`src/rtl/cd_pkg.sv`:
```
// Register map, interrupt bits, reset defaults and page geometry shared by the CDBUS node
package cd_pkg;

    typedef enum logic [3:0] {
        VERSION       = 4'd0,
        SETTING       = 4'd1,
        IDLE_WAIT_LEN = 4'd2,
        TX_PERMIT_LEN = 4'd3,
        MAX_IDLE_LEN  = 4'd4,
        TX_PRE_LEN    = 4'd5,
        FILTER        = 4'd6,
        DIV_LS        = 4'd7,
        DIV_HS        = 4'd8,
        INT_MASK      = 4'd9,
        INT_FLAG      = 4'd10,
        RX            = 4'd11,
        TX            = 4'd12,
        RX_CTRL       = 4'd13,
        TX_CTRL       = 4'd14,
        FILTER_M      = 4'd15
    } cd_reg_e;

    // INT_FLAG bit positions, bits 6 and 7 read zero
    localparam int INT_BUS_IDLE   = 0;
    localparam int INT_RX_PENDING = 1;
    localparam int INT_RX_BREAK   = 2;
    localparam int INT_RX_LOST    = 3;
    localparam int INT_RX_ERROR   = 4;
    localparam int INT_TX_FREE    = 5;

    localparam logic [7:0]  CD_VERSION        = 8'h0f;
    localparam logic [7:0]  DEF_IDLE_WAIT_LEN = 8'd10;
    localparam logic [9:0]  DEF_TX_PERMIT_LEN = 10'd20;
    localparam logic [9:0]  DEF_MAX_IDLE_LEN  = 10'd200;
    localparam logic [1:0]  DEF_TX_PRE_LEN    = 2'd1;
    localparam logic [7:0]  DEF_FILTER        = 8'hff;
    localparam logic [15:0] DEF_DIV           = 16'd346;  // 115200 bps at 40 MHz
    localparam logic [1:0]  DEF_MODE          = 2'd1;     // Arbitration

    localparam int PAGE_WORDS   = 64;
    localparam int PAGE_AW      = 6;
    localparam int LEN_W        = 9;    // Frame length incl. header, up to 256
    localparam int MAX_DATA_LEN = 253;
    localparam int HDR_BYTES    = 3;

    typedef enum logic [2:0] {
        IDLE,
        HEADER,
        COPY,
        COMMIT,
        DROP
    } mover_state_e;

endpackage

```
`src/rtl/cd_tx_page_if.sv`:
```
// Host write side and mover read side of the transmit page pair
`timescale 1ns/10ps

interface cd_tx_page_if;
    import cd_pkg::*;

    logic               wr_en;
    logic [PAGE_AW-1:0] wr_addr;
    logic [31:0]        wr_data;
    logic               switch_page;
    logic               abort;
    logic               pending;
    logic [PAGE_AW-1:0] rd_addr;
    logic [31:0]        rd_word;
    logic               take;
    logic               done;

    modport csr (output wr_en, wr_addr, wr_data, switch_page, abort, input pending);
    modport pages (input wr_en, wr_addr, wr_data, switch_page, abort, rd_addr, take, done,
                   output pending, rd_word);
    modport mover (output rd_addr, take, done, input rd_word, pending);

endinterface

```
`src/rtl/cd_tx_pages.sv`:
```
// Double-buffered transmit page memory, filled by the host and emptied by the mover
`timescale 1ns/10ps

module cd_tx_pages (
    input  logic         clk,
    input  logic         reset_n,
    cd_tx_page_if.pages  tx
);
    import cd_pkg::*;

    logic [31:0] mem [0:2*PAGE_WORDS-1];
    logic        wr_sel;    // Page the host is filling
    logic        rd_sel;
    logic [1:0]  pend;
    logic        busy;      // Pending page taken by the mover

    // Only the page opposite the write page can ever be pending
    assign rd_sel     = ~wr_sel;
    assign tx.pending = |pend;
    assign tx.rd_word = mem[{rd_sel, tx.rd_addr}];

    always_ff @(posedge clk) begin
        if (tx.wr_en) begin
            mem[{wr_sel, tx.wr_addr}] <= tx.wr_data;
        end
    end

    always_ff @(posedge clk or negedge reset_n) begin
        if (!reset_n) begin
            wr_sel <= 1'b0;
            pend   <= 2'b00;
            busy   <= 1'b0;
        end else begin
            if (tx.take) begin
                busy <= 1'b1;
            end
            if (tx.done) begin
                busy         <= 1'b0;
                pend[rd_sel] <= 1'b0;
            end
            if (tx.abort && !busy) begin
                pend[rd_sel] <= 1'b0;
            end
            // Switch is dropped while the other page still waits
            if (tx.switch_page && !pend[rd_sel]) begin
                pend[wr_sel] <= 1'b1;
                wr_sel       <= ~wr_sel;
            end
        end
    end

endmodule

```
`src/flat_wrapper.sv`:
```
// flat-port wrapper written by rule: the top's interface ports become plain ports
module cd_tx_pages_flat import cd_pkg::*;
  (clk, reset_n, tx_wr_en, tx_wr_addr, tx_wr_data, tx_switch_page, tx_abort, tx_rd_addr, tx_take, tx_done, tx_pending, tx_rd_word);
  cd_tx_page_if tx_i ();
  input  logic clk;
  input  logic reset_n;
  input wire logic [$bits(tx_i.wr_en)-1:0] tx_wr_en;
  input wire logic [$bits(tx_i.wr_addr)-1:0] tx_wr_addr;
  input wire logic [$bits(tx_i.wr_data)-1:0] tx_wr_data;
  input wire logic [$bits(tx_i.switch_page)-1:0] tx_switch_page;
  input wire logic [$bits(tx_i.abort)-1:0] tx_abort;
  input wire logic [$bits(tx_i.rd_addr)-1:0] tx_rd_addr;
  input wire logic [$bits(tx_i.take)-1:0] tx_take;
  input wire logic [$bits(tx_i.done)-1:0] tx_done;
  output wire logic [$bits(tx_i.pending)-1:0] tx_pending;
  output wire logic [$bits(tx_i.rd_word)-1:0] tx_rd_word;
  assign tx_i.wr_en = tx_wr_en;
  assign tx_i.wr_addr = tx_wr_addr;
  assign tx_i.wr_data = tx_wr_data;
  assign tx_i.switch_page = tx_switch_page;
  assign tx_i.abort = tx_abort;
  assign tx_i.rd_addr = tx_rd_addr;
  assign tx_i.take = tx_take;
  assign tx_i.done = tx_done;
  assign tx_pending = tx_i.pending;
  assign tx_rd_word = tx_i.rd_word;
  cd_tx_pages u_core (.clk(clk), .reset_n(reset_n), .tx(tx_i));
endmodule
```
`config.mk`:
```
export PLATFORM = sky130hd
export DESIGN_NAME = cd_tx_pages_flat
export DESIGN_NICKNAME = d
export VERILOG_FILES = /design/src/rtl/cd_pkg.sv /design/src/rtl/cd_tx_page_if.sv /design/src/rtl/cd_tx_pages.sv /design/src/flat_wrapper.sv
export SDC_FILE = /design/constraint.sdc
export NUM_CORES = 2
export LEC_CHECK = 0
export ABC_CLOCK_PERIOD_IN_PS = 5500
export BUFFER_PORTS_ARGS = -buffer_cell sky130_fd_sc_hd__buf_2
export CORE_ASPECT_RATIO = 1.4
export CORE_MARGIN = 1
export CORE_UTILIZATION = 49
export CTS_BUF_LIST = sky130_fd_sc_hd__clkbuf_2
export DETAILED_ROUTE_END_ITERATION = 8
export HOLD_SLACK_MARGIN = 0.08
export PLACE_DENSITY = 0.76
export SLEW_MARGIN = 20
export SYNTH_ARGS = -nofsm -noshare
export SYNTH_HDL_FRONTEND = slang
export SYNTH_SLANG_ARGS = --single-unit
```
`constraint.sdc`:
```
create_clock -name clk -period 5.5 [get_ports clk]
set_input_delay 0.825 -clock clk [delete_from_list [all_inputs] [get_ports clk]]
set_output_delay 0.825 -clock clk [all_outputs]
set_load 0.005 [all_outputs]
```
# Word-level counts from Yosys, hierarchy flattened

Memory sizes are Yosys's and may differ from the RTL's.
Cells that the tools add are included.

Bits in read-only memories: 0
Output and inout port bits: 33
Memories: 1
Register bits after elaboration: 4
Memory bits (writable): 4096
Latch bits: 0
Word-level logic and storage cells: 34

Equality and inequality tests: 0
Mux-type cells: 13
Div/mod/pow operators: 0
Magnitude comparators: 4
Shifts and indexed selects: 0
Reductions and logical operators: 8
Bitwise gates (word level): 5
Add/sub/neg operators: 0
$mul: 0

Memory list:

| memory     | depth | bits a word | rd ports | clocked after Yosys merged registers in | wr ports | line              | source |
|---|---|---|---|---|---|---|---|
| u_core.mem | 128   | 32          | 1        | 0                                       | 1        | cd_tx_pages.sv:11 | `logic [31:0] mem [0:2*PAGE_WORDS-1];` |

Operator list:

| cell                                                                          | number |
|---|---|
| 1-bit two-way mux                                                             | 8 |
| 2-bit two-way mux                                                             | 3 |
| 2-bit bitwise AND                                                             | 2 |
| 1-bit logical AND                                                             | 4 |
| 1-bit by 2-bit less-than comparator with 1-bit output (second input constant) | 2 |
| 1-bit demux with 1-bit select                                                 | 2 |
| 1-bit >= comparator (second input constant)                                   | 2 |
| 1-bit logical NOT                                                             | 2 |
| 2-bit NOT                                                                     | 1 |
| 2-bit OR                                                                      | 1 |
| 2-bit nonzero test                                                            | 1 |
| 2-bit OR reduction                                                            | 1 |
| 1-bit NOT                                                                     | 1 |

# Depth between registers and ports, before layout

Depth after elaboration: 12
Mapped depth: 8
Depth with buffers taken out: 4

# Worst setup path before layout

Ideal clock, no wire load.

Kind: input-to-output
Start: input port tx_rd_addr[0]
End: output port tx_rd_word[10]
Setup slack: 1.228 ns
Data required time: 4.675 ns
Stages on the path: 7
Arrival time: 3.447 ns
Path through: buf_2 -> clkbuf_1 -> buf_1 -> mux4_2 -> mux4_2 -> mux4_2 -> mux2_2

Longest elaborated chain between the ends: 1

RTL lines:

| what                     | line               | source |
|---|---|---|
| from (decl)              | flat_wrapper.sv:12 | `input wire logic [$bits(tx_i.rd_addr)-1:0] tx_rd_addr;` |
| memory read 128 x 32 bit | --                 |  |
| to (decl)                | flat_wrapper.sv:16 | `output wire logic [$bits(tx_i.rd_word)-1:0] tx_rd_word;` |

No other way between the ends.

# Final worst setup path

Start: memory u_core.mem[55][22]
End: output port tx_rd_word[22]

Longest elaborated chain between the ends: 1

RTL lines:

| what                     | line |
|---|---|
| from (decl)              | cd_tx_pages.sv:11 |
| memory read 128 x 32 bit | -- |

No other way between the ends.

==> key figures <==
Outcome
  • Run status: finished, violations left
  • Violated checks: negative setup slack

Global routing
  • GR Util All Layers: 0.262
  • Total global routing overflow: 0
  • Vias in the first global route: 77300
  • Largest net degree at the start of global routing: 82
  • Initial antenna violation count: 59
  • First-pass GRT wire length: 581000 um

Clock network
  • Cts bufs inserted: 842
  • Worst skew pair latency: 1.90 ns
  • CTS clock-pin slew for the worst setup and hold paths: 0.14 ns
  • Clock Tree Buf Depth: 4
  • CTS tree: done
  • Num Clock Sinks: 4100
  • Number of H-tree levels: 6
  • Root Buffer: clkbuf_2

Floorplanning
  • Die Span Y: 669 um
  • Die Wd: 479 um
  • Starting Density: 0.493
  • Row count: 244
  • I/O pin cnt: 84
  • CORE AREA: 316000 um2
  • DIE AREA: 320000 um2

Worst hold path
  • Worst hold path class: in -> reg
  • Hold Crit Depth: 2

Setup path
  • CP Cell Sequence: mux4_2 > mux4_2 > mux4_2 > mux2_4 > buf_6
  • Worst Reg-to-Reg Cells: 4
  • Setup crit start kind: register
  • Slowest CP cell: mux4_2
  • Worst setup EP type: primary output
  • WP buf/inv: 1
  • Critical path type: reg -> out
  • CP Data Arrival Time: 4.69 ns
  • CP top delay family: multiplexers
  • CP peak stage delay: 0.70 ns
  • Most common cell type on the critical path: mux4_2
  • Req. time, crit path: 4.68 ns
  • Crit path max fanout: 1
  • Instance count on the critical path: 5

STA
  • RSZ-0062 raised after global routing: yes
  • Post-Route Skew: 0.174 ns
  • Final hold vios: 0
  • Tightest Pin Transition: 1.13 ns
  • Fin. max-slew vios: 0
  • Final setup violation count: 1
  • Fin crit period: 5.52 ns
  • Final worst-path cycle share: 1.00
  • Slew headroom: 0.241
  • Setup ws final: -0.0190 ns
  • Fmax: 181 MHz

Drt
  • DR pass1 iterations: 7
  • Residual DRC: 0
  • 1st-iter DRT viols: 12200
  • Vias/cell: 6.42
  • Via count: 76000
  • Drt wl/cell: 35.5 um
  • Final wirelength: 420000 um
  • Antenna Nets Post-Route: 0

Layout
  • Share of layout cells above drive strength 1: 0.420
  • Commonest non-fill, non-tap cells in the layout: edfxtp_1 (4096), mux4_2 (1344), clkbuf_2 (1177), buf_4 (285), clkinv_1 (198)
  • Post-route cell area: 174000 um2
  • Fin nets: 7076
  • Fillers: 22500
  • Footprint of the multi-input gates: 32500 um2
  • Most common library cell in the layout ignoring fill and taps: edfxtp_1
  • Seq. cell area: 123000 um2
  • Area added between synthesis and finish: 11.6%

Logic synthesis
  • Syn Inst Count: 5978
  • Area of the mapped netlist: 156000 um2
  • Fraction of registers with async set or reset after synthesis: 0.000976
  • Primary FF master, synth: edfxtp_1
  • Number of synthesized flops with an enable pin: 4096
  • Seq/Total Area, Yosys: 0.790
  • Seq cells post-synth: 4100
  • Synth warn: 0
  • Syn nets: 6029
  • Library cells used by synthesis: 21
  • Synth Area per Inst: 26.1 um2

Placement
  • Port Buf Inserts: 83
  • GPL Wtd Cong: 0.858
  • Dpl cell area: 165000 um2
  • DPL Wire Length: 239000 um

Power and ir drop
  • Max IR drop VDD: 0.315 mV
  • Leakage power: 0.0545 uW
  • Power, Total: 57000 uW
  • PwrDens: 328 nW/um2

Flow run
  • MaxCap Viol Count: 0
-- state kept, by name (all words and copies together) (netlist names) --
name and flops:
u_core.mem 4096, u_core.pend 2, u_core.wr_sel 1, u_core.busy 1
-- report_power, final --
part | internal (uW) | total (uW) | switching (uW)
Combinational | 1750 | 4670 | 2910
Sequential | 34500 | 34600 | 87.4
Clock | 6530 | 17800 | 11300
Total | 42800 | 57000 | 14300
-- cell type report --
cell class | count | area share
multi-input cells | 1558 | 0.187
clock buffers | 1177 | 0.0339
diodes | 23 | 0.000331
well taps | 4182 | 0.0301
inverters | 3 | 0.0000648
flip-flops and latches | 4100 | 0.708
repair buffers | 520 | 0.0318
clock inverters | 280 | 0.00930
-- routing by layer --
layer | up-vias | wire length (um) | track usage | part of all wire
met2 | 5951 | 210000 | 0.435 | 0.50
met1 | 39900 | 134000 | 0.317 | 0.32
met5 | - | 328 | 0 | 0.00078
met4 | 46 | 26100 | 0.153 | 0.062
met3 | 1046 | 50000 | 0.0607 | 0.12
li1 | 29000 | - | - | -
-- path summary, 6_finish.rpt --
kind                                         start            endpoint  slack (ns)
worst max-delay path            u_core.mem[55][22]      tx_rd_word[22]       -0.02
worst min-delay path                tx_wr_data[24]  u_core.mem[38][24]        0.18
worst max register to register       u_core.wr_sel  u_core.mem[56][19]        1.67
worst min register to register      u_core.pend[0]      u_core.pend[0]        0.54
max in group asynchronous                  reset_n       u_core.wr_sel        4.93
min in group asynchronous                  reset_n       u_core.wr_sel        0.38
-- Yosys cell counts (3+ instances only) --
master	n	area share
buf_1	54	0.0013
dfrtp_1	4	0.00064
nor2_1	125	0.0030
inv_1	3	0.000072
a21oi_1	5	0.00016
nand3_1	12	0.00039
mux4_2	1344	0.19
nor2b_1	7	0.00028
edfxtp_1	4096	0.79
nor3_1	9	0.00029
nand4_1	3	0.00012
buf_2	78	0.0025
mux2_2	32	0.0023
clkbuf_1	181	0.0044
nand2_1	16	0.00039
-- cell families after synthesis --
| logic type | count (synthesis) | synth area share |
|---|---|---|
| AOI/OAI and AO/OA | 7 | 0.000233 |
| buffers and inverters | 320 | 0.00848 |
| DFF | 4100 | 0.790 |
| muxes | 1376 | 0.197 |
| and+or+nand+nor | 175 | 0.00459 |
-- stage by stage --
stage | hold slack (ns) | util | setup slack [ns] | setup TNS, ns | instances
2_1_floorplan | 0.464 | - | 1.23 | 0 | 5978
5_1_grt | 0.182 | 0.550 | -0.0508 | -0.0889 | 11800
3_3_place_gp | 0.506 | 0.522 | 0.393 | 0 | 10300
4_1_cts | 0.0802 | 0.550 | -0.152 | -0.905 | 11800
6_report | 0.177 | 0.550 | -0.0190 | -0.0190 | 11800
3_5_place_dp | 0.516 | 0.522 | 0.379 | 0 | 10300
-- repair_timing --
item	CTS	global route
setup buffers	0	0
endpoints found under the hold margin	5068	0
gates cloned	0	0
pin swaps	0	0
resized for setup	49	0
setup endpoints to repair	28	2
hold buffers	99	0
No activity file was read; power rests on OpenSTA's default activity.
