--- src/rtl/cd_pkg.sv ---
// Register map, interrupt bits, reset defaults and page geometry shared by the CDBUS node
package cd_pkg;

    typedef enum logic [3:0] {
        VERSION       = 4'd0,
        SETTING       = 4'd1,
        IDLE_WAIT_LEN = 4'd2,
        TX_PERMIT_LEN = 4'd3,
        MAX_IDLE_LEN  = 4'd4,
        TX_PRE_LEN    = 4'd5,
        FILTER        = 4'd6,
        DIV_LS        = 4'd7,
        DIV_HS        = 4'd8,
        INT_MASK      = 4'd9,
        INT_FLAG      = 4'd10,
        RX            = 4'd11,
        TX            = 4'd12,
        RX_CTRL       = 4'd13,
        TX_CTRL       = 4'd14,
        FILTER_M      = 4'd15
    } cd_reg_e;

    // INT_FLAG bit positions, bits 6 and 7 read zero
    localparam int INT_BUS_IDLE   = 0;
    localparam int INT_RX_PENDING = 1;
    localparam int INT_RX_BREAK   = 2;
    localparam int INT_RX_LOST    = 3;
    localparam int INT_RX_ERROR   = 4;
    localparam int INT_TX_FREE    = 5;

    localparam logic [7:0]  CD_VERSION        = 8'h0f;
    localparam logic [7:0]  DEF_IDLE_WAIT_LEN = 8'd10;
    localparam logic [9:0]  DEF_TX_PERMIT_LEN = 10'd20;
    localparam logic [9:0]  DEF_MAX_IDLE_LEN  = 10'd200;
    localparam logic [1:0]  DEF_TX_PRE_LEN    = 2'd1;
    localparam logic [7:0]  DEF_FILTER        = 8'hff;
    localparam logic [15:0] DEF_DIV           = 16'd346;  // 115200 bps at 40 MHz
    localparam logic [1:0]  DEF_MODE          = 2'd1;     // Arbitration

    localparam int PAGE_WORDS   = 64;
    localparam int PAGE_AW      = 6;
    localparam int LEN_W        = 9;    // Frame length incl. header, up to 256
    localparam int MAX_DATA_LEN = 253;
    localparam int HDR_BYTES    = 3;

    typedef enum logic [2:0] {
        IDLE,
        HEADER,
        COPY,
        COMMIT,
        DROP
    } mover_state_e;

endpackage

--- src/rtl/cd_rx_page_if.sv ---
// Mover write side and host read side of the receive page ring
`timescale 1ns/10ps

interface cd_rx_page_if;
    import cd_pkg::*;

    logic               wr_en;
    logic [PAGE_AW-1:0] wr_addr;
    logic [31:0]        wr_data;
    logic               commit;
    logic [LEN_W-1:0]   commit_len;
    logic               has_free;
    logic [PAGE_AW-1:0] rd_addr;
    logic [31:0]        rd_word;
    logic [LEN_W-1:0]   rd_len;
    logic               rd_done;
    logic               clean_all;
    logic               pending;
    logic               lost;

    modport csr (output rd_addr, rd_done, clean_all, input rd_word, rd_len, pending, lost);
    modport pages (input wr_en, wr_addr, wr_data, commit, commit_len, rd_addr, rd_done,
                   clean_all, output has_free, rd_word, rd_len, pending, lost);
    modport mover (output wr_en, wr_addr, wr_data, commit, commit_len, input has_free);

endinterface

--- src/rtl/cd_rx_pages.sv ---
// Two-page receive ring with frame lengths, head page read-out and frame loss detection
`timescale 1ns/10ps

module cd_rx_pages (
    input  logic         clk,
    input  logic         reset_n,
    cd_rx_page_if.pages  rx
);
    import cd_pkg::*;

    logic [31:0]      mem [0:2*PAGE_WORDS-1];
    logic [LEN_W-1:0] len [0:1];
    logic [1:0]       full;
    logic             wr_ptr;   // Next page to fill
    logic             rd_ptr;   // Head page seen by the host
    logic             filled;   // Current frame has landed in the write page
    logic             wr_ok;

    assign wr_ok       = rx.wr_en && rx.has_free;
    assign rx.has_free = ~full[wr_ptr];
    assign rx.pending  = full[rd_ptr];
    assign rx.rd_word  = mem[{rd_ptr, rx.rd_addr}];
    assign rx.rd_len   = len[rd_ptr];

    always_ff @(posedge clk) begin
        if (wr_ok) begin
            mem[{wr_ptr, rx.wr_addr}] <= rx.wr_data;
        end
        if (rx.commit && filled) begin
            len[wr_ptr] <= rx.commit_len;
        end
    end

    always_ff @(posedge clk or negedge reset_n) begin
        if (!reset_n) begin
            full    <= 2'b00;
            wr_ptr  <= 1'b0;
            rd_ptr  <= 1'b0;
            filled  <= 1'b0;
            rx.lost <= 1'b0;
        end else begin
            // A commit with nothing written means the frame found no room
            rx.lost <= rx.commit && !filled;

            if (wr_ok) begin
                filled <= 1'b1;
            end

            if (rx.clean_all) begin
                full   <= 2'b00;
                rd_ptr <= wr_ptr;
            end else if (rx.rd_done && full[rd_ptr]) begin
                full[rd_ptr] <= 1'b0;
                rd_ptr       <= ~rd_ptr;
            end

            if (rx.commit) begin
                filled <= 1'b0;
                if (filled) begin
                    full[wr_ptr] <= 1'b1;
                    wr_ptr       <= ~wr_ptr;
                end
            end
        end
    end

endmodule

--- src/flat_wrapper.sv ---
// flat-port wrapper written by rule: the top's interface ports become plain ports
module cd_rx_pages_flat import cd_pkg::*;
  (clk, reset_n, rx_wr_en, rx_wr_addr, rx_wr_data, rx_commit, rx_commit_len, rx_rd_addr, rx_rd_done, rx_clean_all, rx_has_free, rx_rd_word, rx_rd_len, rx_pending, rx_lost);
  cd_rx_page_if rx_i ();
  input  logic clk;
  input  logic reset_n;
  input wire logic [$bits(rx_i.wr_en)-1:0] rx_wr_en;
  input wire logic [$bits(rx_i.wr_addr)-1:0] rx_wr_addr;
  input wire logic [$bits(rx_i.wr_data)-1:0] rx_wr_data;
  input wire logic [$bits(rx_i.commit)-1:0] rx_commit;
  input wire logic [$bits(rx_i.commit_len)-1:0] rx_commit_len;
  input wire logic [$bits(rx_i.rd_addr)-1:0] rx_rd_addr;
  input wire logic [$bits(rx_i.rd_done)-1:0] rx_rd_done;
  input wire logic [$bits(rx_i.clean_all)-1:0] rx_clean_all;
  output wire logic [$bits(rx_i.has_free)-1:0] rx_has_free;
  output wire logic [$bits(rx_i.rd_word)-1:0] rx_rd_word;
  output wire logic [$bits(rx_i.rd_len)-1:0] rx_rd_len;
  output wire logic [$bits(rx_i.pending)-1:0] rx_pending;
  output wire logic [$bits(rx_i.lost)-1:0] rx_lost;
  assign rx_i.wr_en = rx_wr_en;
  assign rx_i.wr_addr = rx_wr_addr;
  assign rx_i.wr_data = rx_wr_data;
  assign rx_i.commit = rx_commit;
  assign rx_i.commit_len = rx_commit_len;
  assign rx_i.rd_addr = rx_rd_addr;
  assign rx_i.rd_done = rx_rd_done;
  assign rx_i.clean_all = rx_clean_all;
  assign rx_has_free = rx_i.has_free;
  assign rx_rd_word = rx_i.rd_word;
  assign rx_rd_len = rx_i.rd_len;
  assign rx_pending = rx_i.pending;
  assign rx_lost = rx_i.lost;
  cd_rx_pages u_core (.clk(clk), .reset_n(reset_n), .rx(rx_i));
endmodule
--- config.mk ---
export PLATFORM = sky130hd
export DESIGN_NAME = cd_rx_pages_flat
export DESIGN_NICKNAME = d
export VERILOG_FILES = /design/src/rtl/cd_pkg.sv /design/src/rtl/cd_rx_page_if.sv /design/src/rtl/cd_rx_pages.sv /design/src/flat_wrapper.sv
export SDC_FILE = /design/constraint.sdc
export NUM_CORES = 2
export LEC_CHECK = 0
export ABC_CLOCK_PERIOD_IN_PS = 4840
export BUFFER_PORTS_ARGS = -buffer_cell sky130_fd_sc_hd__buf_2
export CORE_UTILIZATION = 23
export CTS_BUF_LIST = sky130_fd_sc_hd__clkbuf_16
export CTS_CLUSTER_DIAMETER = 50
export DETAILED_ROUTE_END_ITERATION = 6
export HOLD_SLACK_MARGIN = 0.08
export SYNTH_ARGS = -nofsm -noshare
export SYNTH_HDL_FRONTEND = slang
export SYNTH_MEMORY_MAX_BITS = 65536
export SYNTH_SLANG_ARGS = --single-unit
export TNS_END_PERCENT = 100
--- constraint.sdc ---
create_clock -name clk -period 4.84 [get_ports clk]
set_input_delay 0.484 -clock clk [delete_from_list [all_inputs] [get_ports clk]]
set_output_delay 0.484 -clock clk [all_outputs]
set_load 0.005 [all_outputs]
---- After elaboration in Yosys (flattened, before gate mapping) ----
Memories as Yosys holds them, arrays and structs flattened.
Index checks and enable logic that the tools add are counted.
Widths: inputs -> output; s select.
word-level totals
  register bits ........................... 6
  bits in latches ......................... 0
  RAM bits ................................ 4114
  bits in read-only memories .............. 0
  output and inout port bits .............. 44
  logic and storage cells ................. 47
  memories kept ........................... 2
operators by class
  add/subtract/negate cells ............... 0
  multiply operators ...................... 0
  div/mod/pow operators ................... 0
  magnitude comparators ................... 4
  equal/unequal tests ..................... 0
  shift operators ......................... 0
  mux-type cells .......................... 20
  bitwise operators ....................... 6
  reductions and logical operators ........ 10
memories
  name        words  bits a word  read ports  clocked after Yosys merged registers in  write ports  line               RTL
  u_core.mem  128    32           1           0                                        1            cd_rx_pages.sv:11  logic [31:0] mem [0:2*PAGE_WORDS-1];
  u_core.len  2      9            1           0                                        1            cd_rx_pages.sv:12  logic [LEN_W-1:0] len [0:1];
operator list
  operator            number
  $mux 1              14
  $mux 2              4
  $logic_and 1x1->1   6
  $lt 1x2->1 const B  2
  $reduce_bool 2->1   2
  $not 1->1           3
  $and 2x2->2         1
  $demux 1 s1         2
  $ge 1x1->1 const B  2
  $not 2->2           1
  $or 2x2->2          1
  $reduce_and 2->1    1
  $logic_not 1->1     1

---- Logic depth before layout (Yosys ltp) ----
  depth after elaboration ................. 11
  mapped depth ............................ 8
  depth with buffers taken out ............ 4

---- Worst setup path before layout ----
OpenSTA, ideal clock, no wires.
  kind .................................... input-to-output
  from .................................... input port rx_rd_addr[0]
  to ...................................... output port rx_rd_word[0]
  arrival time ............................ 3056 ps
  data required time ...................... 4356 ps
  path slack .............................. 1300 ps
  stages .................................. 7
  cell sequence ........................... buf_2 buf_2 buf_1 mux4_2 mux4_2 mux4_2 mux2_2
between the ends
  cells in the longest elaborated chain, start to end .. 1
ends and longest elaborated chain
  item                line                RTL
  start: declaration  flat_wrapper.sv:12  input wire logic [$bits(rx_i.rd_addr)-1:0] rx_rd_addr;
  $mem_v2 128x32      n/a
  end: declaration    flat_wrapper.sv:16  output wire logic [$bits(rx_i.rd_word)-1:0] rx_rd_word;
No other way between the ends.

---- Worst setup path in the final report ----
  from .................................... input port rx_rd_addr[0]
  to ...................................... output port rx_rd_word[11]
The elaborated chain is that of the path after synthesis.

==> summary.txt <==
Outcome
  – Status: finished clean

Power and ir drop
  – Clk pwr share: 0.418
  – Reg power frac: 0.518
  – P_sw: 16.7 mW
  – Switching fraction of total power: 0.219
  – Pleak: roughly 56 nW
  – Comb power frac: 0.064
  – Internal cell power: approximately 60 mW
  – PwrDens: 412 nW/µm²
  – Peak supply drop: 0.323 mV

Clock tree
  – Clk buf depth: 4
  – H-Tree Depth: 5
  – Sink Count: ~4100
  – CTS tree: yes
  – CTS resizes: 0
  – Clock Latency Late Sink: a little under 1 ns
  – Clock slew at reported path FFs: ~0.060 ns
  – CTS root buffer: clkbuf_16
  – Postcts setup bufs: 0
  – TritonCTS Buffers: 412

Global routing
  – Total GRT Usage: 0.122
  – GRT overflow: 0
  – Grt met2 use: 0.199
  – Grt met1 use: 0.160
  – Largest net degree at the start of global routing: 129
  – Antenna violations before repair: 74
  – GRT met3 Usage: 0.0287
  – Grt peak-use layer: met2
  – Vias in the first global route: 73300
  – First-pass GRT wire length: 591000 µm

Layout
  – Syn-to-layout area delta: 18.6%
  – Multi-input combinational cell area: 32500 µm²
  – Most common cell after layout, fill and taps aside: edfxtp_1
  – Nets: 6635
  – Share of layout cells above drive strength 1: 0.374
  – Register area: 124000 µm²
  – Most frequent cells in the layout: edfxtp_1 (4114), mux4_2 (1344), clkbuf_16 (421)
  – # fillers: 65700

Synth
  – Mapped cell area: roughly 160000 µm²
  – Count of cell types in the netlist: 27
  – Mapped Cells: 6002
  – Syn_area_per_cell: roughly 26 µm²
  – Syn_nets: about 6100
  – FFs w/ async S/R, synth: 0.00146
  – Register area share after synthesis: 0.790
  – Post-synth EDFFs: 4114
  – Synth Flop Type: edfxtp_1
  – Synth Warn #: 0
  – Flops & latches, synth: between 4000 and 5000

Timing
  – Post-route clock period utilization: 0.886
  – Slew Limit Fails: 0
  – Worst clock skew: ~0.048 ns
  – Final setup vio count: 0
  – RSZ-0062 raised after global routing: no
  – Final hold violations: 0
  – WHS: 0.100 ns
  – Relative slew margins: 0.0819
  – Final TNS setup: 0 ns
  – Fmax: 233 MHz
  – Slew @ Worst Pin: 1.37 ns
  – Fin crit period: 4.29 ns

Worst setup path
  – Setup crit start: rx_rd_addr[0]
  – Peak per-stage delay on the critical path: between 0.6 and 0.7 ns
  – Setup Crit Path Kind: input port to primary output
  – R2R cell count: 6
  – Critical path, cell by cell: buf_12 -> buf_12 -> buf_12 -> mux4_2 -> mux4_2 -> mux4_2 -> mux2_2 -> buf_2
  – Critical Path RT: approximately 4.4 ns
  – CP startpoint kind: input port
  – R2r startpoint: u_core.wr_ptr
  – CP max stage cell: mux4_2
  – R2R setup slack: around 0.63 ns
  – R2R Path End: u_core.mem[38][26]
  – Critical path arrival: 3.80 ns
  – CP Capture Type: primary output
  – Crit-path max FO: 31

Die
  – Initial core utilization: 0.231
  – Die Ht: between 800 and 900 µm
  – CORE AREA: approximately 680000 µm²
  – Chip width: 827 µm
  – Die footprint: ~680000 µm²
  – Row count: ~300
  – IO Pins: 103

Drt
  – Vias per std cell: around 4.5
  – Detailed Route WL: 432000 µm
  – 1st-pass router iterations: 5
  – Drc violations: 0
  – Number of DRC markers in iteration 0: 9650
  – Routed len/inst: 27.1 µm
  – DR vias: 72400
  – DRT antenna net count: 0

Placement
  – Input/output buffers: 102
  – DP HPWL: 246000 µm
  – GPL Wtd Cong: about 0.76

Min path
  – Worst Hold Launch: rx_wr_data[27]
  – Worst Hold End: u_core.mem[81][27]
  – Hold Crit Class: input port to flip-flop
  – Hold Crit Depth: 1

Run
  – Max Cap Viol: 0
==> final cells by class <==
cell class | count | share of cell area
Antenna cell | 34 | 0.000459
Sequential cell | 4120 | 0.667
Inverter | 1 | 0.0000202
Timing Repair Buffer | 478 | 0.0247
Multi-Input combinational cell | 1563 | 0.175
Tap cell | 8968 | 0.0605
Clock buffer | 421 | 0.0568
Clock inverter | 326 | 0.0160
==> power by group through the flow <==
stage	registers [mW]	logic, mW	clock network [mW]
after global routing	39.6	5.11	33.6
after CTS	39.6	4.97	32.3
after floorplan	40.3	2.30	0
final	39.6	4.93	31.9
after global placement	40.3	4.86	0
after detailed placement	40.4	4.94	0
==> state kept, by name, summed over array words and instances (netlist names) <==
register / cells
u_core.wr_ptr: 1
u_core.rx.lost: 1
u_core.filled: 1
u_core.len: 18
u_core.mem: 4096
u_core.rd_ptr: 1
u_core.full: 2
==> routing by layer <==
metal / up-vias / wire [µm]
li1: 27700 / -
met1: 39900 / 167000
met2: 4105 / 206000
met3: 726 / 43600
met4: 30 / 14800
met5: - / 195
==> cells by family after synthesis <==
kind of cell / Yosys count / share of synthesized area
simple gates: 169 / 0.00442
compound gates: 6 / 0.000280
flops: 4120 / 0.790
buf+inv: 319 / 0.00838
xor+xnor: 1 / 0.0000560
mux: 1387 / 0.197
==> metrics by stage <==
stage	util	instances	total power [mW]	cell area, µm²	setup slack (ns)
2_1_floorplan	-	6002	42.6	156000	1.30
3_3_place_gp	0.254	15100	45.2	172000	0.560
3_5_place_dp	0.254	15100	45.3	172000	0.550
4_1_cts	0.274	15900	76.9	185000	0.539
5_1_grt	0.274	15900	78.3	186000	0.483
6_report	0.274	15900	76.4	186000	0.553
==> synth_stat cells (2+ instances only) <==
master | n | share of area
nand4_1 | 2 | 0.000080
nand3b_1 | 2 | 0.000096
nand2_1 | 13 | 0.00031
or3b_2 | 2 | 0.00011
a31o_2 | 2 | 0.00011
dfrtp_1 | 6 | 0.00096
nor2b_1 | 5 | 0.00020
clkbuf_1 | 178 | 0.0043
mux2_2 | 42 | 0.0030
a21oi_1 | 2 | 0.000064
buf_4 | 4 | 0.00019
mux4_2 | 1344 | 0.19
buf_2 | 67 | 0.0021
nor2_1 | 133 | 0.0032
edfxtp_1 | 4114 | 0.79
buf_1 | 67 | 0.0016
nand3_1 | 8 | 0.00026
buf_6 | 2 | 0.00014
==> worst max path at each step <==
stage                      to  slack (ns)  depth (start not counted)
4_1_cts        rx_rd_word[18]        0.54                          8
3_3_place_gp    rx_rd_word[4]        0.56                          9
6_report       rx_rd_word[11]        0.55                          8
2_1_floorplan   rx_rd_word[0]        1.30                          7
3_5_place_dp   rx_rd_word[18]        0.55                          8
5_1_grt        rx_rd_word[22]        0.48                          8
==> critical path: cells and delay by family <==
kind,cells,cell delay (ns)
multiplexers,4,2.20
buffers and inverters,4,1.00
==> repair_timing <==
item,4_1_cts,5_1_grt
endpoints found under the setup margin,0,0
endpoints found under the hold margin,252,0
hold buffers,23,0
No activity file was read; power rests on OpenSTA's default activity.
