--- config.mk ---
export PLATFORM = sky130hd
export DESIGN_NAME = cd_loopback_flat
export DESIGN_NICKNAME = d
export VERILOG_FILES = /design/src/rtl/cd_pkg.sv /design/src/rtl/cd_tx_page_if.sv /design/src/rtl/cd_rx_page_if.sv /design/src/rtl/cd_loopback.sv /design/src/flat_wrapper.sv
export SDC_FILE = /design/constraint.sdc
export NUM_CORES = 1
export LEC_CHECK = 0
export BUFFER_PORTS_ARGS = -buffer_cell sky130_fd_sc_hd__buf_2
export CORE_MARGIN = 3
export CORE_UTILIZATION = 46
export CTS_CLUSTER_DIAMETER = 120
export CTS_CLUSTER_SIZE = 12
export DETAILED_ROUTE_END_ITERATION = 8
export HOLD_SLACK_MARGIN = 0.03
export PLACE_DENSITY = 0.86
export SYNTH_ARGS = -nofsm -noshare
export SYNTH_HDL_FRONTEND = slang
export SYNTH_SLANG_ARGS = --single-unit
--- constraint.sdc ---
create_clock -name clk -period 2.85 [get_ports clk]
set_input_delay 0 -clock clk [delete_from_list [all_inputs] [get_ports clk]]
set_output_delay 0 -clock clk [all_outputs]
set_load 0.02 [all_outputs]
--- src/rtl/cd_pkg.sv ---
// Register map, interrupt bits, reset defaults and page geometry shared by the CDBUS node
package cd_pkg;

    typedef enum logic [3:0] {
        VERSION       = 4'd0,
        SETTING       = 4'd1,
        IDLE_WAIT_LEN = 4'd2,
        TX_PERMIT_LEN = 4'd3,
        MAX_IDLE_LEN  = 4'd4,
        TX_PRE_LEN    = 4'd5,
        FILTER        = 4'd6,
        DIV_LS        = 4'd7,
        DIV_HS        = 4'd8,
        INT_MASK      = 4'd9,
        INT_FLAG      = 4'd10,
        RX            = 4'd11,
        TX            = 4'd12,
        RX_CTRL       = 4'd13,
        TX_CTRL       = 4'd14,
        FILTER_M      = 4'd15
    } cd_reg_e;

    // INT_FLAG bit positions, bits 6 and 7 read zero
    localparam int INT_BUS_IDLE   = 0;
    localparam int INT_RX_PENDING = 1;
    localparam int INT_RX_BREAK   = 2;
    localparam int INT_RX_LOST    = 3;
    localparam int INT_RX_ERROR   = 4;
    localparam int INT_TX_FREE    = 5;

    localparam logic [7:0]  CD_VERSION        = 8'h0f;
    localparam logic [7:0]  DEF_IDLE_WAIT_LEN = 8'd10;
    localparam logic [9:0]  DEF_TX_PERMIT_LEN = 10'd20;
    localparam logic [9:0]  DEF_MAX_IDLE_LEN  = 10'd200;
    localparam logic [1:0]  DEF_TX_PRE_LEN    = 2'd1;
    localparam logic [7:0]  DEF_FILTER        = 8'hff;
    localparam logic [15:0] DEF_DIV           = 16'd346;  // 115200 bps at 40 MHz
    localparam logic [1:0]  DEF_MODE          = 2'd1;     // Arbitration

    localparam int PAGE_WORDS   = 64;
    localparam int PAGE_AW      = 6;
    localparam int LEN_W        = 9;    // Frame length incl. header, up to 256
    localparam int MAX_DATA_LEN = 253;
    localparam int HDR_BYTES    = 3;

    typedef enum logic [2:0] {
        IDLE,
        HEADER,
        COPY,
        COMMIT,
        DROP
    } mover_state_e;

endpackage

--- src/rtl/cd_tx_page_if.sv ---
// Host write side and mover read side of the transmit page pair
`timescale 1ns/10ps

interface cd_tx_page_if;
    import cd_pkg::*;

    logic               wr_en;
    logic [PAGE_AW-1:0] wr_addr;
    logic [31:0]        wr_data;
    logic               switch_page;
    logic               abort;
    logic               pending;
    logic [PAGE_AW-1:0] rd_addr;
    logic [31:0]        rd_word;
    logic               take;
    logic               done;

    modport csr (output wr_en, wr_addr, wr_data, switch_page, abort, input pending);
    modport pages (input wr_en, wr_addr, wr_data, switch_page, abort, rd_addr, take, done,
                   output pending, rd_word);
    modport mover (output rd_addr, take, done, input rd_word, pending);

endinterface

--- src/rtl/cd_rx_page_if.sv ---
// Mover write side and host read side of the receive page ring
`timescale 1ns/10ps

interface cd_rx_page_if;
    import cd_pkg::*;

    logic               wr_en;
    logic [PAGE_AW-1:0] wr_addr;
    logic [31:0]        wr_data;
    logic               commit;
    logic [LEN_W-1:0]   commit_len;
    logic               has_free;
    logic [PAGE_AW-1:0] rd_addr;
    logic [31:0]        rd_word;
    logic [LEN_W-1:0]   rd_len;
    logic               rd_done;
    logic               clean_all;
    logic               pending;
    logic               lost;

    modport csr (output rd_addr, rd_done, clean_all, input rd_word, rd_len, pending, lost);
    modport pages (input wr_en, wr_addr, wr_data, commit, commit_len, rd_addr, rd_done,
                   clean_all, output has_free, rd_word, rd_len, pending, lost);
    modport mover (output wr_en, wr_addr, wr_data, commit, commit_len, input has_free);

endinterface

--- src/rtl/cd_loopback.sv ---
// Local loopback engine moving committed transmit frames into free receive pages
`timescale 1ns/10ps

module cd_loopback (
    input  logic         clk,
    input  logic         reset_n,
    input  logic [7:0]   filter,
    input  logic [7:0]   filter_m0,
    input  logic [7:0]   filter_m1,
    cd_tx_page_if.mover  tx,
    cd_rx_page_if.mover  rx,
    output logic         bus_idle,
    output logic         rx_error
);
    import cd_pkg::*;

    mover_state_e       state;
    logic [PAGE_AW-1:0] addr;
    logic [PAGE_AW-1:0] last_addr;
    logic [7:0]         len_q;
    logic [7:0]         hdr_dst;
    logic [7:0]         hdr_len;
    logic [LEN_W-1:0]   hdr_words;
    logic               accept;
    logic               too_long;

    // Header word is src, dst, len from the low byte up
    assign hdr_dst   = tx.rd_word[15:8];
    assign hdr_len   = tx.rd_word[23:16];
    assign hdr_words = (LEN_W'(hdr_len) + LEN_W'(HDR_BYTES) + LEN_W'(3)) >> 2;
    assign too_long  = hdr_len > MAX_DATA_LEN;
    assign accept    = (hdr_dst == filter) || (hdr_dst == filter_m0) ||
                       (hdr_dst == filter_m1) || (hdr_dst == 8'hff);

    assign bus_idle      = state == IDLE;
    assign rx_error      = (state == HEADER) && too_long;
    assign tx.take       = (state == IDLE) && tx.pending;
    assign tx.done       = (state == COMMIT) || (state == DROP);
    assign tx.rd_addr    = (state == COPY) ? addr : '0;
    assign rx.wr_en      = state == COPY;
    assign rx.wr_addr    = addr;
    assign rx.wr_data    = tx.rd_word;
    assign rx.commit     = state == COMMIT;
    assign rx.commit_len = LEN_W'(len_q) + LEN_W'(HDR_BYTES);

    always_ff @(posedge clk or negedge reset_n) begin
        if (!reset_n) begin
            state <= IDLE;
            addr  <= '0;
        end else begin
            case (state)
                IDLE: begin
                    if (tx.pending) begin
                        state <= HEADER;
                    end
                end
                HEADER: begin
                    addr <= '0;
                    if (too_long || !accept) begin
                        state <= DROP;
                    end else if (!rx.has_free) begin
                        state <= COMMIT;    // Empty commit, flagged as lost
                    end else begin
                        state <= COPY;
                    end
                end
                COPY: begin
                    addr <= addr + 1'b1;
                    if (addr == last_addr) begin
                        state <= COMMIT;
                    end
                end
                default: state <= IDLE;
            endcase
        end
    end

    always_ff @(posedge clk) begin
        if (state == HEADER) begin
            len_q     <= hdr_len;
            last_addr <= PAGE_AW'(hdr_words - 1'b1);
        end
    end

endmodule

--- src/flat_wrapper.sv ---
// flat-port wrapper written by rule: the top's interface ports become plain ports
module cd_loopback_flat import cd_pkg::*;
  (clk, reset_n, filter, filter_m0, filter_m1, bus_idle, rx_error, tx_rd_addr, tx_take, tx_done, tx_rd_word, tx_pending, rx_wr_en, rx_wr_addr, rx_wr_data, rx_commit, rx_commit_len, rx_has_free);
  cd_tx_page_if tx_i ();
  cd_rx_page_if rx_i ();
  input  logic clk;
  input  logic reset_n;
  input  logic [7:0] filter;
  input  logic [7:0] filter_m0;
  input  logic [7:0] filter_m1;
  output logic bus_idle;
  output logic rx_error;
  output wire logic [$bits(tx_i.rd_addr)-1:0] tx_rd_addr;
  output wire logic [$bits(tx_i.take)-1:0] tx_take;
  output wire logic [$bits(tx_i.done)-1:0] tx_done;
  input wire logic [$bits(tx_i.rd_word)-1:0] tx_rd_word;
  input wire logic [$bits(tx_i.pending)-1:0] tx_pending;
  output wire logic [$bits(rx_i.wr_en)-1:0] rx_wr_en;
  output wire logic [$bits(rx_i.wr_addr)-1:0] rx_wr_addr;
  output wire logic [$bits(rx_i.wr_data)-1:0] rx_wr_data;
  output wire logic [$bits(rx_i.commit)-1:0] rx_commit;
  output wire logic [$bits(rx_i.commit_len)-1:0] rx_commit_len;
  input wire logic [$bits(rx_i.has_free)-1:0] rx_has_free;
  assign tx_rd_addr = tx_i.rd_addr;
  assign tx_take = tx_i.take;
  assign tx_done = tx_i.done;
  assign tx_i.rd_word = tx_rd_word;
  assign tx_i.pending = tx_pending;
  assign rx_wr_en = rx_i.wr_en;
  assign rx_wr_addr = rx_i.wr_addr;
  assign rx_wr_data = rx_i.wr_data;
  assign rx_commit = rx_i.commit;
  assign rx_commit_len = rx_i.commit_len;
  assign rx_i.has_free = rx_has_free;
  cd_loopback u_core (.clk(clk), .reset_n(reset_n), .filter(filter), .filter_m0(filter_m0), .filter_m1(filter_m1), .tx(tx_i), .rx(rx_i), .bus_idle(bus_idle), .rx_error(rx_error));
endmodule
**After elaboration in Yosys (flattened, before gate mapping)**

Index checks and enable logic that the tools add are counted.

- Bits of input ports: 60
- Bits in latches: 0
- Flip-flop bits (word level): 23
- Bits in writable memories: 0
- Memories kept: 0
- Bits in read-only memories: 0
- Logic and storage cells: 39
- Output and inout port bits: 59

- Shift operators: 0
- Reductions and logical operators: 11
- Equality and inequality tests: 11
- $mul: 0
- Bitwise gates (word level): 0
- $lt $le $gt $ge: 1
- Add/subtract/negate cells: 5
- Mux-type cells: 7
- Divide/modulo/power cells: 0

Operators with widths:

| cell | count |
|---|---|
| $eq 8x8->1 | 3 |
| $add 8x2->8 const B | 2 |
| $pmux 6 s2 | 1 |
| $add 8x2->9 const B | 1 |
| $mux 3 | 3 |
| $pmux 3 s3 | 1 |
| $eq 8x8->1 const B | 1 |
| $gt 8x8->1 const B | 1 |
| $add 6x1->6 const B | 1 |
| $eq 3x2->1 const B | 2 |
| $eq 6x6->1 | 1 |
| $mux 6 | 1 |
| $sub 6x1->6 const B | 1 |
| $logic_or 1x1->1 | 5 |
| $ne 2x1->1 const B | 2 |
| $eq 3x1->1 const B | 1 |
| $eq 3x3->1 const B | 1 |
| $logic_not 3->1 | 1 |
| $logic_and 1x1->1 | 2 |
| $reduce_and 2->1 | 1 |
| $reduce_bool 2->1 | 1 |
| $logic_not 1->1 | 1 |
| $mux 1 | 1 |

**Depth between registers and ports, before layout**

- Depth after elaboration: 8
- Depth in mapped cells: 7
- Gate-level depth less buffers: 7

**Worst setup path after synthesis**

No wires, ideal clock.

- Path type: reg2reg
- Start point: register u_core.state[2]
- End point: register u_core.addr[2] (netlist: u_core.rx.wr_addr[2])
- Buffers on the path: 0
- Setup time: 0.137 ns
- Period minus slack after synthesis: 1.691 ns
- Cell stages (with the launch flop): 6
- Path slack: 1.159 ns
- Arrival time: 1.554 ns
- Data required time: 2.713 ns
- Cells stage by stage: dfrtp_1 or3b_1 inv_1 nor2_1 o21ai_0 o21ai_0

- Word-level cells in the longest chain between the ends: 2
- Elaborated cells between the ends (all ways): 4
- Classes of those cells: eq/ne: 2; mux: 1; reduce/logical: 1

Ends and longest elaborated chain:

| element | RTL line | source |
|---|---|---|
| start: declaration | cd_loopback.sv:17 | `mover_state_e state;` |
| start signal: assignment | cd_loopback.sv:48 | `state <= IDLE;` |
| start signal: assignment | cd_loopback.sv:54 | `state <= HEADER;` |
| start signal: assignment | cd_loopback.sv:60 | `state <= DROP;` |
| $eq 3x2->1 / $eq 3x1->1 (equally long branches) | cd_loopback.sv:51 | `case (state)` |
| $pmux 6 s2 / $reduce_bool 2->1 (equally long branches) | - |  |
| end signal: assignment | cd_loopback.sv:68 | `addr <= addr + 1'b1;` |
| end: declaration | cd_loopback.sv:18 | `logic [PAGE_AW-1:0] addr;` |

Several ways; a longest one is shown, not always the timed one.
A chain may end at the register's enable or synchronous reset.

**Worst setup path after layout**

- Start point: register u_core.state[1]
- End point: register u_core.addr[5] (netlist: u_core.rx.wr_addr[5])

The elaborated chain is that of the path after synthesis.

==> flow_summary.toml <==
[outcome]
outcome = "finished clean"

[critical_path]
end_kind = "flip-flop"
crit_fanout = 16
cp_data_required_time_ns = 2.99
arrival_ns = 2.19
r2r_slack_ns = 0.80
crit_path_start_kind = "flip-flop"
crit_type = "reg2reg"
worst-r2r-cell-count = 5
rr_startpoint = "u_core.state[1]"
worstReg2RegEnd = "u_core.rx.wr_addr[5]"

[sta]
period_needed_ns = 2.05
slew_viol_final = 0
finalSetupTns_ns = 0
hold_ws_ns = 0.0393
clock_skew_ns = 0.00446
slew_headroom_pct = 61.1
finalHoldViolations = 0
worst_slack_ns = 0.801
fmax_ghz = 0.488
rsz0062_at_grt = "false"
tightestPinTransition_ns = 0.583
fin_crit_sh_pct = 71.9
final-setup-viol-count = 0

[clocking]
clk_pin_slew_ns = 0.08
htree_levels = 1
cts_buffers = 3
cts_resized = 0
cts_tree = "done"
cts_setup_buffers = 0
insertion_delay_ns = 0.26
cts_sinks = 23
clockBufferDepth = 2
clockRootBuffer = "clkbuf_8"

[logic_synthesis]
syn-cell-area_um2 = 1830
syn_nets = 257
synth_compound_area_share_pct = 8.22
synth_top_area_share_pct = 23.0
synth_xor_area_share_pct = 21.1
ys.warnings.count = 0
synth-adder-area-share_pct = 2.74
synthArstFlopShare_pct = 39.1
ys_seq_area_share_pct = 35.3
ys_types = 33
synth_top_family_by_area = "XOR/XNOR gates"
yosysTopAreaCell = "edfxtp_1"
synth_cells = 193
ys_top_cells_by_area = "edfxtp_1 23%, xnor2_1 18%, buf_4 13%, dfrtp_1 12%, nand4_1 4.5%"
synth-edff-count = 14
synth-simple-area-share_pct = 16.3
avgSynthCellArea_um2 = 9.47
synthMuxAreaShare_pct = 0.822
synth_ff_type = "edfxtp_1"
synth-seq-cells = 23

[detailed_routing]
postRouteAntennaNets = 0
dr.pass1.iters = 4
drt_iter0_markers = 88
vias_per_cell = 5.13
num_vias = 1640
drc = 0
routed_wirelength_um = 4230
wire_per_inst_um = 13.2

[pwr]
peakVddDrop_v = 0.000218
p_leak_nw = 1.11
power_density_nw_per_um2 = 412

[global_routing]
track_usage_pct = 17.0
grt_pass1_wl_um = 6840
grt_start_max_net_pins = 17
antenna_found_initial = 0
grt_pass1_vias = 1531
grt-ovfl-total = 0

[die]
die_w_um = 69.0
core_um2 = 3740
num_io_pins = 119
start_util_pct = 48.8
dieArea_um2 = 4760
die_y_um = 69.0
fp-row-count = 22

[placed_design]
place_ws_ns = 0.809
place_congestion = 0.817
hpwl_um = 3220
dp.cells = 293
io_buffers = 86

[layout]
area_delta_synth_final_pct = 28.4
drive_gt1_share_pct = 34.2
most-common-layout-cells = "86 x buf_2, 37 x xnor2_1, 23 x dlygate4sd3_1"
stdcell_count = 320
finish.utilization_pct = 62.6
finalNetCount = 337
diodes = 0
final_common_cell = "buf_2"

[hold_path]
whs_path_depth = 1
hold_path_end = "u_core.len_q[3]"
min_path_type = "in2reg"
holdCritStartpoint = "tx_rd_word[19]"

[job]
maxCapViolations = 0
## repair_timing
action / 4_1_cts / 5_1_grt
setup endpoints to repair: 0 / 0
hold buffers: 23 / 0
hold endpoints to repair: 31 / 0
## layout make-up
type | instances | area, um^2
repair buffers | 109 | 661
clock buffers | 3 | 41.3
well taps | 48 | 60.1
fillers | 334 | 1400
clock inverters | 1 | 5.00
flip-flops and latches | 23 | 646
multi-input cells | 127 | 898
inverters | 9 | 33.8
## critical path: stages, from the launching register on
cell	delay, ns
dfrtp_1	0.50
or3b_1	0.48
inv_1	0.47
nor2_1	0.18
o21ai_0	0.18
o21ai_0	0.11
## how the worst max path moves through the flow
stage,from,to,slack [ns],cells after the start
global placement,u_core.state[1],u_core.rx.wr_addr[2],0.93,5
floorplan,u_core.state[2],u_core.rx.wr_addr[2],1.16,5
CTS,u_core.state[1],u_core.rx.wr_addr[5],0.78,5
detailed placement,u_core.state[1],u_core.rx.wr_addr[5],0.81,5
finish,u_core.state[1],u_core.rx.wr_addr[5],0.80,5
global route,u_core.state[1],u_core.rx.wr_addr[5],0.62,5
## routing by layer
metal  GRT usage (%)  vias to the layer above  part of all wire [%]
met4            6.94                        0                   1.8
met1            20.2                      767                    38
met3            1.17                        7                   6.0
li1                -                      796                     -
met2            31.4                       70                    54
met5               0                        -                     0
## registers in the layout, indices dropped and copies added, names as in the netlist
signal             count
u_core.state           3
u_core.len_q           8
u_core.rx.wr_addr      6
u_core.last_addr       6
## Yosys cell counts, types with 2 or more instances
cell type,instances
xnor2_1,37
buf_4,32
edfxtp_1,14
nand4_1,13
nand2_1,11
nor2_1,10
and3_1,9
dfrtp_1,9
inv_1,9
o21ai_0,8
xor2_1,7
nand3_1,5
ha_1,4
a31oi_1,3
o22ai_1,3
o21a_1,2
## through the flow
stage | instance area [um^2] | power [mW]
finish | 2340 | 0.966
global route | 2340 | 1.02
CTS | 2340 | 0.974
detailed placement | 2070 | 0.731
global placement | 2070 | 0.722
floorplan | 1830 | 0.664
## cell families (layout without fill, tap and decap cells)
group | Yosys count | after routing
xor+xnor | 44 | 44
flops | 23 | 23
buf+inv | 43 | 122
fa+ha+maj | 4 | 4
simple gates | 56 | 56
compound gates | 22 | 22
mux | 1 | 1
## report_power, final
part	internal (mW)	switching (mW)	leakage (nW)	total, mW
clock	0.0976	0.104	0.0255	0.202
combinational	0.146	0.198	0.826	0.344
sequential	0.396	0.0242	0.254	0.421
Power figures use the tool's default switching activity.
